--- config.mk ---
export PLATFORM = sky130hd
export DESIGN_NAME = fma_pipe
export DESIGN_NICKNAME = d
export VERILOG_FILES = /design/src/rtl/fma_pkg.sv /design/src/rtl/fma_mul_core.sv /design/src/rtl/fma_addend_align.sv /design/src/rtl/fma_round_sat.sv /design/src/rtl/fma_pipe.sv
export SDC_FILE = /design/constraint.sdc
export NUM_CORES = 2
export LEC_CHECK = 0
export BUFFER_PORTS_ARGS = -buffer_cell sky130_fd_sc_hd__buf_2
export CELL_PAD_IN_SITES_DETAIL_PLACEMENT = 1
export CELL_PAD_IN_SITES_GLOBAL_PLACEMENT = 2
export CORE_ASPECT_RATIO = 1.1
export CORE_MARGIN = 1
export CORE_UTILIZATION = 25
export CTS_BUF_LIST = sky130_fd_sc_hd__clkbuf_8
export DETAILED_ROUTE_END_ITERATION = 10
export GPL_ROUTABILITY_DRIVEN = 0
export PLACE_DENSITY_LB_ADDON = 0.15
export SETUP_SLACK_MARGIN = 0.5
export SYNTH_ARGS = -nofsm -noshare
export SYNTH_HDL_FRONTEND = slang
export SYNTH_HIERARCHICAL = 1
export SYNTH_SLANG_ARGS = --single-unit
--- constraint.sdc ---
create_clock -name clk_i -period 21.7 [get_ports clk_i]
set_input_delay 1.085 -clock clk_i [delete_from_list [all_inputs] [get_ports clk_i]]
set_output_delay 1.085 -clock clk_i [all_outputs]
set_load 0.05 [all_outputs]
--- src/rtl/fma_pkg.sv ---
/*
  fused multiply-add pipe shared types
  widths, fixed-point vector types, operation and rounding encodings,
  and the structs that carry a dispatched operation and an aligned addend
*/
package fma_pkg;

  // operand and result width, Q16.16 by default
  localparam int data_width = 32;
  localparam int prod_width = 2 * data_width;
  // two bits of headroom so product plus addend cannot wrap
  localparam int sum_width = prod_width + 2;

  typedef logic [data_width-1:0] word_t;
  typedef logic [prod_width-1:0] prod_t;
  typedef logic [sum_width-1:0]  sum_t;

  // fused forms first, then the single-operation forms
  typedef enum logic [3:0] {
    e_fmadd  = 4'd0,
    e_fmsub  = 4'd1,
    e_fnmsub = 4'd2,
    e_fnmadd = 4'd3,
    e_fmul   = 4'd4,
    e_fadd   = 4'd5,
    e_fsub   = 4'd6,
    e_imul   = 4'd7
  } fu_op_e;

  // dyn selects the mode held in the dynamic rounding register
  typedef enum logic [2:0] {
    e_rne = 3'd0,
    e_rtz = 3'd1,
    e_rdn = 3'd2,
    e_rup = 3'd3,
    e_rmm = 3'd4,
    e_dyn = 3'd7
  } rm_e;

  typedef struct packed {
    logic of;
    logic nx;
  } fflags_s;

  typedef struct packed {
    logic   v;
    fu_op_e fu_op;
    rm_e    rm;
    logic   mulh;
    word_t  a;
    word_t  b;
    word_t  c;
  } dispatch_s;

  // addend at product scale with its sign applied, plus what the
  // rounding stage needs to know about the product
  typedef struct packed {
    sum_t addend;
    logic neg_prod;
    rm_e  rm;
  } addend_s;

endpackage

--- src/rtl/fma_mul_core.sv ---
/*
  fma multiplier core
  picks the multiplier operands, runs a two-stage signed 32x32 multiply
  and finishes the integer multiply path with low/high word selection
*/
`timescale 1ns/1ns

module fma_mul_core #(
  parameter int frac_bits_p = 16
) (
  input  logic                clk_i,
  input  logic                rst_n_i,
  input  logic                flush_i,
  input  fma_pkg::dispatch_s  dispatch_i,
  output fma_pkg::prod_t      prod_o,
  output logic                prod_v_o,
  output fma_pkg::word_t      imul_data_o,
  output logic                imul_v_o
);

  localparam int dw = fma_pkg::data_width;

  // 1.0 in the fixed-point format
  localparam fma_pkg::word_t one_fixed = fma_pkg::word_t'(1) << frac_bits_p;

  logic           is_imul;
  logic           is_addsub;
  fma_pkg::word_t op_b;

  // operand registers load at edge 1
  fma_pkg::word_t a_q;
  fma_pkg::word_t b_q;
  logic [1:0]     mulh_q;

  // product register loads at edge 2
  fma_pkg::prod_t prod_q;

  // integer result register loads at edge 3
  fma_pkg::word_t imul_data_q;

  // separate valid chains for the two result classes
  logic [2:0]     imul_v_q;
  logic [1:0]     fma_v_q;

  assign is_imul   = (dispatch_i.fu_op == fma_pkg::e_imul);
  assign is_addsub = (dispatch_i.fu_op == fma_pkg::e_fadd)
                   | (dispatch_i.fu_op == fma_pkg::e_fsub);

  // add and subtract run through the multiplier as a x 1.0
  assign op_b = is_addsub ? one_fixed : dispatch_i.b;

  always_ff @(posedge clk_i)
  begin
    if (!rst_n_i || flush_i)
    begin
      imul_v_q <= '0;
      fma_v_q  <= '0;
    end
    else
    begin
      imul_v_q <= {imul_v_q[1:0], dispatch_i.v & is_imul};
      fma_v_q  <= {fma_v_q[0], dispatch_i.v & ~is_imul};
    end
  end

  always_ff @(posedge clk_i)
  begin
    a_q    <= dispatch_i.a;
    b_q    <= op_b;
    mulh_q <= {mulh_q[0], dispatch_i.mulh};
  end

  // operands widened with their sign so the product keeps all 64 bits
  always_ff @(posedge clk_i)
  begin
    prod_q <= $signed({{dw{a_q[dw-1]}}, a_q}) * $signed({{dw{b_q[dw-1]}}, b_q});
  end

  always_ff @(posedge clk_i)
  begin
    if (mulh_q[1])
      imul_data_q <= prod_q[2*dw-1:dw];
    else
      imul_data_q <= prod_q[dw-1:0];
  end

  assign prod_o      = prod_q;
  assign prod_v_o    = fma_v_q[1];
  assign imul_data_o = imul_data_q;
  assign imul_v_o    = imul_v_q[2];

  // the decoder must never hand the pipe an undefined operation
  a_legal_op : assert property (@(posedge clk_i) disable iff (!rst_n_i)
    dispatch_i.v |-> dispatch_i.fu_op inside {fma_pkg::e_fmadd, fma_pkg::e_fmsub,
                                              fma_pkg::e_fnmsub, fma_pkg::e_fnmadd,
                                              fma_pkg::e_fmul, fma_pkg::e_fadd,
                                              fma_pkg::e_fsub, fma_pkg::e_imul});

endmodule

--- src/rtl/fma_addend_align.sv ---
/*
  fma addend alignment
  selects the addend, moves it to product scale with its sign applied,
  resolves the rounding mode at issue and delays all of it to meet the product
*/
`timescale 1ns/1ns

module fma_addend_align #(
  parameter int frac_bits_p = 16
) (
  input  logic                clk_i,
  input  logic                rst_n_i,
  input  logic                flush_i,
  input  fma_pkg::dispatch_s  dispatch_i,
  input  fma_pkg::rm_e        frm_dyn_i,
  output fma_pkg::addend_s    addend_o
);

  localparam int dw = fma_pkg::data_width;
  localparam int sw = fma_pkg::sum_width;

  fma_pkg::word_t   addend_sel;
  fma_pkg::sum_t    addend_ext;
  fma_pkg::sum_t    addend_scaled;
  logic             neg_addend;
  logic             issue_v;
  fma_pkg::addend_s addend_d;
  fma_pkg::addend_s stage1_q;
  fma_pkg::addend_s stage2_q;
  logic [1:0]       v_q;

  assign issue_v = dispatch_i.v & (dispatch_i.fu_op != fma_pkg::e_imul);

  always_comb
  begin
    case (dispatch_i.fu_op)
      fma_pkg::e_fadd, fma_pkg::e_fsub: addend_sel = dispatch_i.b;
      fma_pkg::e_fmul:                  addend_sel = '0;
      default:                          addend_sel = dispatch_i.c;
    endcase
  end

  assign neg_addend = (dispatch_i.fu_op == fma_pkg::e_fmsub)
                    | (dispatch_i.fu_op == fma_pkg::e_fsub)
                    | (dispatch_i.fu_op == fma_pkg::e_fnmadd);

  // sign-extend, then shift up so the binary point lines up with the product
  assign addend_ext    = {{(sw-dw){addend_sel[dw-1]}}, addend_sel};
  assign addend_scaled = addend_ext << frac_bits_p;

  always_comb
  begin
    addend_d.addend   = neg_addend ? fma_pkg::sum_t'(-addend_scaled) : addend_scaled;
    addend_d.neg_prod = (dispatch_i.fu_op == fma_pkg::e_fnmsub)
                      | (dispatch_i.fu_op == fma_pkg::e_fnmadd);
    // dyn is bound here so later writes to the dynamic mode miss this op
    addend_d.rm       = (dispatch_i.rm == fma_pkg::e_dyn) ? frm_dyn_i : dispatch_i.rm;
  end

  always_ff @(posedge clk_i)
  begin
    if (!rst_n_i || flush_i)
      v_q <= '0;
    else
      v_q <= {v_q[0], issue_v};
  end

  // stages only load when a fused op passes through
  always_ff @(posedge clk_i)
  begin
    if (issue_v)
      stage1_q <= addend_d;
    if (v_q[0])
      stage2_q <= stage1_q;
  end

  assign addend_o = stage2_q;

  a_rm_resolved : assert property (@(posedge clk_i) disable iff (!rst_n_i)
    v_q[1] |-> addend_o.rm inside {fma_pkg::e_rne, fma_pkg::e_rtz, fma_pkg::e_rdn,
                                   fma_pkg::e_rup, fma_pkg::e_rmm});

endmodule

--- src/rtl/fma_round_sat.sv ---
/*
  fma round and saturate
  adds the product and aligned addend, rounds the magnitude back to the
  fixed-point format under the op's mode, saturates on overflow and
  registers the result and flags over two stages
*/
`timescale 1ns/1ns

module fma_round_sat #(
  parameter int frac_bits_p = 16
) (
  input  logic               clk_i,
  input  logic               rst_n_i,
  input  logic               flush_i,
  input  fma_pkg::prod_t     prod_i,
  input  logic               prod_v_i,
  input  fma_pkg::addend_s   addend_i,
  output fma_pkg::word_t     fma_data_o,
  output fma_pkg::fflags_s   fma_fflags_o,
  output logic               fma_v_o
);

  localparam int dw = fma_pkg::data_width;
  localparam int pw = fma_pkg::prod_width;
  localparam int sw = fma_pkg::sum_width;

  localparam fma_pkg::word_t word_max = {1'b0, {(dw-1){1'b1}}};
  localparam fma_pkg::word_t word_min = {1'b1, {(dw-1){1'b0}}};

  fma_pkg::sum_t          prod_ext;
  fma_pkg::sum_t          prod_term;
  fma_pkg::sum_t          sum;
  logic                   sign;
  fma_pkg::sum_t          mag;
  fma_pkg::sum_t          mag_sh;
  logic [frac_bits_p-1:0] dropped;
  logic                   half;
  logic                   sticky;
  logic                   inc;
  fma_pkg::sum_t          rounded;
  logic                   ovf;
  fma_pkg::word_t         res_mag;
  fma_pkg::word_t         result;
  fma_pkg::fflags_s       flags;

  fma_pkg::word_t         data_q;
  fma_pkg::fflags_s       flags_q;
  fma_pkg::word_t         data_qq;
  fma_pkg::fflags_s       flags_qq;
  logic [1:0]             v_q;

  assign prod_ext  = {{(sw-pw){prod_i[pw-1]}}, prod_i};
  assign prod_term = addend_i.neg_prod ? fma_pkg::sum_t'(-prod_ext) : prod_ext;
  assign sum       = prod_term + addend_i.addend;

  // rounding works on the magnitude so the modes read directly
  assign sign   = sum[sw-1];
  assign mag    = sign ? fma_pkg::sum_t'(-sum) : sum;
  assign mag_sh = mag >> frac_bits_p;

  assign dropped = mag[frac_bits_p-1:0];
  assign half    = dropped[frac_bits_p-1];
  assign sticky  = |dropped[frac_bits_p-2:0];

  always_comb
  begin
    case (addend_i.rm)
      // ties go to the even neighbour
      fma_pkg::e_rne: inc = half & (sticky | mag_sh[0]);
      fma_pkg::e_rtz: inc = 1'b0;
      fma_pkg::e_rdn: inc = sign & (half | sticky);
      fma_pkg::e_rup: inc = ~sign & (half | sticky);
      fma_pkg::e_rmm: inc = half;
      default:        inc = 1'b0;
    endcase
  end

  assign rounded = mag_sh + fma_pkg::sum_t'(inc);

  // negative side reaches one step further than the positive side
  assign ovf = sign ? (rounded > fma_pkg::sum_t'(word_min))
                    : (rounded[sw-1:dw-1] != '0);

  assign res_mag = rounded[dw-1:0];

  always_comb
  begin
    if (ovf)
      result = sign ? word_min : word_max;
    else if (sign)
      result = fma_pkg::word_t'(-res_mag);
    else
      result = res_mag;
    flags.of = ovf;
    flags.nx = ovf | (|dropped);
  end

  always_ff @(posedge clk_i)
  begin
    if (!rst_n_i || flush_i)
      v_q <= '0;
    else
      v_q <= {v_q[0], prod_v_i};
  end

  always_ff @(posedge clk_i)
  begin
    data_q   <= result;
    flags_q  <= flags;
    data_qq  <= data_q;
    flags_qq <= flags_q;
  end

  assign fma_data_o   = data_qq;
  assign fma_fflags_o = flags_qq;
  assign fma_v_o      = v_q[1];

  // an overflowed result has to leave the pipe pinned at a rail
  a_sat_rail : assert property (@(posedge clk_i) disable iff (!rst_n_i)
    (fma_v_o && fma_fflags_o.of) |-> (fma_data_o == word_max || fma_data_o == word_min));

endmodule

--- src/rtl/fma_pipe.sv ---
/*
  fused multiply-add execution pipe, Q16.16 fixed point
  integer multiply results leave after 3 cycles, fused results with
  rounding and flags after 4, one new op may issue every cycle
*/
`timescale 1ns/1ns

module fma_pipe #(
  parameter int frac_bits_p = 16
) (
  input  logic                clk_i,
  input  logic                rst_n_i,
  input  logic                flush_i,
  input  fma_pkg::dispatch_s  dispatch_i,
  input  fma_pkg::rm_e        frm_dyn_i,
  output fma_pkg::word_t      imul_data_o,
  output logic                imul_v_o,
  output fma_pkg::word_t      fma_data_o,
  output fma_pkg::fflags_s    fma_fflags_o,
  output logic                fma_v_o
);

  fma_pkg::prod_t   prod;
  logic             prod_v;
  fma_pkg::addend_s addend;

  // multiplier and addend paths run side by side and meet at edge 2
  fma_mul_core #(
    .frac_bits_p (frac_bits_p)
  ) u_mul_core (
    .clk_i       (clk_i),
    .rst_n_i     (rst_n_i),
    .flush_i     (flush_i),
    .dispatch_i  (dispatch_i),
    .prod_o      (prod),
    .prod_v_o    (prod_v),
    .imul_data_o (imul_data_o),
    .imul_v_o    (imul_v_o)
  );

  fma_addend_align #(
    .frac_bits_p (frac_bits_p)
  ) u_addend_align (
    .clk_i       (clk_i),
    .rst_n_i     (rst_n_i),
    .flush_i     (flush_i),
    .dispatch_i  (dispatch_i),
    .frm_dyn_i   (frm_dyn_i),
    .addend_o    (addend)
  );

  fma_round_sat #(
    .frac_bits_p (frac_bits_p)
  ) u_round_sat (
    .clk_i        (clk_i),
    .rst_n_i      (rst_n_i),
    .flush_i      (flush_i),
    .prod_i       (prod),
    .prod_v_i     (prod_v),
    .addend_i     (addend),
    .fma_data_o   (fma_data_o),
    .fma_fflags_o (fma_fflags_o),
    .fma_v_o      (fma_v_o)
  );

endmodule

# [Word level (Yosys, flattened, before mapping)]
# Cells that the tools add are included.
[totals] inputBits=111 out_inout_bits=68 reg_bits=378
[op_classes] bitwise=15 multipliers=1 mux=11 reduce_logical=7 n_addsub=6 n_eq_ne=12 n_lt_le_gt_ge=1
[ops] op="$mux W66" count=3
[ops] op="$neg A66 Y66" count=3
[ops] op="$mux W32" count=4
[ops] op="$add A66 B66 Y66" count=1
[ops] op="$gt A66 B32 Y1 const B" count=1
[ops] op="$mul A32 B32 Y64" count=1
[ops] op="$pmux W32 S2" count=1
[ops] op="$add A50 B1 Y51" count=1
[ops] op="$reduce_bool A35 Y1" count=1
[ops] op="$neg A32 Y32" count=1
[ops] op="$eq A4 B3 Y1 const B" count=4
[ops] op="$reduce_or A16 Y1" count=1
[ops] op="$reduce_or A15 Y1" count=1
[ops] op="$eq A4 B2 Y1 const B" count=2
[ops] op="$or A1 B1 Y1" count=7
[ops] op="$and A1 B1 Y1" count=6
[ops] op="$eq A3 B2 Y1 const B" count=2
[ops] op="$eq A3 B3 Y1 const B" count=2
[ops] op="$eq A4 B1 Y1 const B" count=1
[ops] op="$ne A4 B3 Y1 const B" count=1
[ops] op="$pmux W1 S4" count=1
[ops] op="$logic_not A3 Y1" count=1
[ops] op="$mux W3" count=1
[ops] op="$not A1 Y1" count=2
[ops] op="other kinds (4)" count=4

# [Longest topological paths before layout]
[depth] ltp_word=13 ltp_mapped=50 depth_no_buf=43

# [Hierarchy]
# Netlist, hierarchy kept.
[modules_own_cells] mod="fma_mul_core" instances=1 cells_per_inst=4339 seq_area_each_um2=3343.2 area_each_um2=41065.6
[modules_own_cells] mod="fma_round_sat" instances=1 cells_per_inst=2017 seq_area_each_um2=1401.3 area_each_um2=14370.0
[modules_own_cells] mod="fma_addend_align" instances=1 cells_per_inst=370 seq_area_each_um2=3263.1 area_each_um2=4928.5

# [Least setup slack after synthesis]
# OpenSTA, ideal clock, no wires.
[synth_path] path_kind="register -> register" startpoint="register u_mul_core.prod_q[5] (netlist: u_mul_core/prod_o[5])" endpoint="register u_round_sat.data_q[22]" setup_ns=0.092 period_less_slack_ns=11.098 slack_ns=10.602 stages_incl_launch_ff=49 n_path_buf=9 arrival_time_ns=11.006 path_cell_list="dfxtp_1 > or3_1 > or3_1 > nand2b_1 > nand2b_1 > nand2b_1 > or2_2 > or3_1 > nor2_1 > nand2_1 > or3_1 > nand2b_1 > or3_1 > nand2b_1 > o31ai_1 > xnor2_1 > ha_1 > clkbuf_1 > [... 13 more ...] > o21ai_0 > xnor2_1 > o31ai_1 > a21oi_1 > ha_1 > ha_1 > and3_1 > a41oi_1 > a211oi_2 > and3_1 > nor3b_2 > or4bb_1 > o2bb2ai_1 > or3_1 > or3_1 > buf_2 > buf_6 > o32ai_1"
[synth_between] elab_chain_cells=13 word_cells_on_any_way=21 cone_classes="add/sub: 5; order compare: 1; mux: 7; bitwise: 6; reduce/logical: 2"
[synth_lines] element="from (decl)" line="fma_mul_core.sv:36" rtl="fma_pkg::prod_t prod_q;"
[synth_lines] element="from (signal assigned)" line="fma_mul_core.sv:76" rtl="prod_q <= $signed({{dw{a_q[dw-1]}}, a_q}) * $signed({{dw{b_q[dw-1]}}, b_q});"
[synth_lines] element="$neg A66 Y66" line="fma_round_sat.sv:53" rtl="assign prod_term = addend_i.neg_prod ? fma_pkg::sum_t'(-prod_ext) : prod_ext;"
[synth_lines] element="$mux W66 *" line="fma_round_sat.sv:53"
[synth_lines] element="$add A66 B66 Y66 *" line="fma_round_sat.sv:54" rtl="assign sum = prod_term + addend_i.addend;"
[synth_lines] element="$neg A66 Y66" line="fma_round_sat.sv:58" rtl="assign mag = sign ? fma_pkg::sum_t'(-sum) : sum;"
[synth_lines] element="$mux W66" line="fma_round_sat.sv:58"
[synth_lines] element="$reduce_or A15 Y1" line="fma_round_sat.sv:63" rtl="assign sticky = |dropped[frac_bits_p-2:0];"
[synth_lines] element="$or A1 B1 Y1, on equally long branches" line="fma_round_sat.sv:71, fma_round_sat.sv:72, fma_round_sat.sv:69"
[synth_lines] element="$and A1 B1 Y1, on equally long branches" line="fma_round_sat.sv:72, fma_round_sat.sv:69, fma_round_sat.sv:71"
[synth_lines] element="$pmux W1 S4" line="fma_round_sat.sv:67" rtl="case (addend_i.rm)"
[synth_lines] element="$add A50 B1 Y51" line="fma_round_sat.sv:78" rtl="assign rounded = mag_sh + fma_pkg::sum_t'(inc);"
[synth_lines] element="$gt A66 B32 Y1 (tied with other cells)" line="fma_round_sat.sv:81" rtl="assign ovf = sign ? (rounded > fma_pkg::sum_t'(word_min))"
[synth_lines] element="$mux W1 or $mux W32 (tied branches)" line="fma_round_sat.sv:81, fma_round_sat.sv:90"
[synth_lines] element="$mux W32 *" line="fma_round_sat.sv:88" rtl="if (ovf)"
[synth_lines] element="net u_round_sat.result[22]" line="fma_round_sat.sv:43" rtl="fma_pkg::word_t result;"
[synth_lines] element="to (signal assigned)" line="fma_round_sat.sv:108" rtl="data_q <= result;"
[synth_lines] element="to (decl)" line="fma_round_sat.sv:46" rtl="fma_pkg::word_t data_q;"
# Mark *: on every way through the listed nets, which the timed path passes. The rest lies on a longest branch.
# A chain may end at the register's enable or synchronous reset.

# [Worst setup path after layout]
[layout_path] startpoint="register u_mul_core.prod_q[3] (netlist: u_mul_core/prod_o[3])" endpoint="register u_round_sat.data_q[0]"
# Same word-level chain as after synthesis.

==> impl_metrics.yaml <==
layout:
  mostFrequentLayoutCells: "inv_1 (1,190), fa_1 (1,083), nand2_1 (736)"
  area_growth_pct: 9.66
  multi_input_area_um2: 46500
  finalCoreUtilization_pct: 27.7
  register_area_um2: 8030
  layout_commonest_cell: "inv_1"
  drive_gt1_share_pct: 8.35
  num-fill-cells: 27800
  nNetsFinal: 8179
sta:
  setup_viol: 0
  rsz0062_at_grt: "no"
  max_slew_margin_pct: 3.22
  slew_violations: 0
  fmax_mhz: 76.7
  skew_ps: 76.3
  fin_tns_setup_ps: 0
  tightestPinTransition_ps: 1440
  period_share_pct: 60.1
  finalHoldViolCount: 0
  fin_crit_ps: 13050
global_routing:
  gr-total-overflow: 0
  grt_max_degree: 79
  grt_pass1_wl_mm: 367
  grt_pass1_vias: 53900
  grtUsageTotal_pct: 20.5
  antenna_found_initial: 35
setup_path:
  cpPeakStageDelay_ps: 870
  cp-end-kind: "flip-flop"
  cp.arrival_ps: 13710
  worstPathMaxFanout: 31
  critPathKind: "reg2reg"
  cp_slowest_cell: "or3_1"
  cp-start-kind: "flip-flop"
  critPathMostFrequentCell: "or3_1"
  cp_data_required_time_ps: 22360
synthesis:
  syn_area_per_cell_um2: 8.97
  yosys.area_share.xor_xnor_pct: 4.07
  synth_compound_area_share_pct: 11.6
  synth_edf_count: 108
  synth_top_family_by_area: "adder cells"
  syn_inst: 6726
  yosysSeqAreaShare_pct: 13.3
  synth_flop_cell: "dfxtp_1"
  synth_area_um2: 60400
  synth_adder_area_share_pct: 41.2
  synthMuxAreaShare_pct: 1.22
  yosysWarnings: 6
  synth.ff_latch_count: 346
  ys_async_sr_fraction_pct: 0
  synth-simple-area-share_pct: 18.8
  yosysUniqueCellTypes: 123
clock_tree:
  clkLatencyLatePin_ps: 830
  clk_pin_slew_ps: 60
  cts.path.max_buffers: 3
  postCtsSetupBuffers: 0
  h-tree-depth: 3
  cts-buffers-inserted: 72
  hold_buffers: 0
  cts_tree: "yes"
  cts-root-buf: "clkbuf_8"
  cts_sinks: 346
  ctsResizeCount: 0
routing:
  wl_per_cell_um: 24.9
  drtAntennaViolNets: 0
  dr_total_vias: 47700
  drc_errors: 0
  drtIter0Drc: 2116
  vias_per_cell: 4.78
  dr.pass1.iters: 7
  wl_mm: 248
floorplanning:
  die_width_um: 471
  io_pins: 179
  std_cell_rows: 188
  dieArea_um2: 243000
  core_um2: 239000
  initial_core_util_pct: 25.2
  dieHeight_um: 517
place:
  portBuffers: 178
  place.detailed.hpwl_mm: 199
outcome:
  run_status: "finished, final reports clean"
job:
  max-cap-violations: 0
min_path:
  min_path_type: "reg2reg"
==> cells in the mapped netlist, types with 73 or more instances <==
| cell type | n | area [µm²] |
|---|---|---|
| inv_1 | 1170 | 4390 |
| fa_1 | 1083 | 21700 |
| nand2_1 | 736 | 2760 |
| and2_1 | 575 | 3600 |
| clkbuf_1 | 282 | 1060 |
| ha_1 | 255 | 3190 |
| nor2_1 | 243 | 912 |
| dfxtp_1 | 238 | 4760 |
| a21oi_1 | 214 | 1070 |
| xnor2_1 | 203 | 1780 |
| o21ai_0 | 136 | 681 |
| nor3_1 | 120 | 601 |
| edfxtp_1 | 108 | 3240 |
| nand4_1 | 81 | 507 |
| nand3_1 | 76 | 380 |
| nor4_1 | 76 | 475 |
| a21o_1 | 73 | 548 |
==> cell type report <==
| type | instances | area share [%] |
|---|---|---|
| Tap cell | 3135 | 5.93 |
| Clock buffer | 79 | 1.64 |
| Sequential cell | 346 | 12.1 |
| Multi-Input combinational cell | 4862 | 70.3 |
| Antenna cell | 62 | 0.234 |
| Timing Repair Buffer | 278 | 2.48 |
| Inverter | 1170 | 6.63 |
| Clock inverter | 54 | 0.665 |
==> critical path, delay by kind of cell, from the launching register on <==
kind | cells | cell delay, ps
and+or+nand+nor | 23 | 7660
AOI/OAI and AO/OA | 13 | 3560
adders and majority gates | 3 | 860
DFF | 1 | 360
buffers and inverters | 1 | 250
xor gates and xnor gates | 1 | 190
==> stage by stage <==
stage,cells,worst slack (ps),hold slack [ps],instance area [µm²]
after floorplan,6741,10600,310,60400
after CTS,9924,8530,215,66000
after global routing,9981,7960,254,66200
after detailed placement,9791,8570,313,64500
after global placement,9791,8670,311,64500
final,9986,8650,313,66200
==> cells by family after synthesis <==
group / Yosys count
AO/OA/AOI/OAI: 973
XOR/XNOR: 277
adder cells (fa/ha/maj): 1338
buffers and inverters: 1533
flip-flops: 346
multiplexers: 69
other: 1
AND/OR/NAND/NOR: 2189
==> path summary, 6_finish.rpt <==
| path | from | endpoint | slack [ps] | cells past startpoint |
|---|---|---|---|---|
| min reg2reg | u_round_sat/data_q[12]$_DFF_P_ | u_round_sat/fma_data_o[12]$_DFF_P_ | 310 | 0 |
| max | u_mul_core/prod_o[3]$_DFF_P_ | u_round_sat/data_q[0]$_DFF_P_ | 8650 | 41 |
| max reg2reg | u_mul_core/prod_o[3]$_DFF_P_ | u_round_sat/data_q[0]$_DFF_P_ | 8650 | 41 |
| min | u_round_sat/data_q[12]$_DFF_P_ | u_round_sat/fma_data_o[12]$_DFF_P_ | 310 | 0 |
==> layer usage <==
metal	part of all wire (%)	GRT usage, %	vias to the layer above	routed length, µm
li1	-	-	21700	-
met1	41	23.7	25000	101000
met2	52	37.8	774	129000
met3	2.6	1.94	304	6450
met4	4.9	9.29	2	12300
met5	0.0044	0	-	11
==> flip-flops by register name (all words and copies together) (netlist names) <==
name and count:
u_addend_align/addend_o 54, u_addend_align/stage1_q 54, u_addend_align/v_q 1, u_mul_core/a_q 32
u_mul_core/b_q 32, u_mul_core/fma_v_q 2, u_mul_core/imul_data_o 32, u_mul_core/imul_v_q 3
u_mul_core/mulh_q 2, u_mul_core/prod_o 64, u_round_sat/data_q 32, u_round_sat/flags_q 2
u_round_sat/fma_data_o 32, u_round_sat/fma_fflags_o 2, u_round_sat/v_q 2
Power is not shown: default switching activity piles up to over one toggle a cycle in this logic, so the estimate is an artifact.
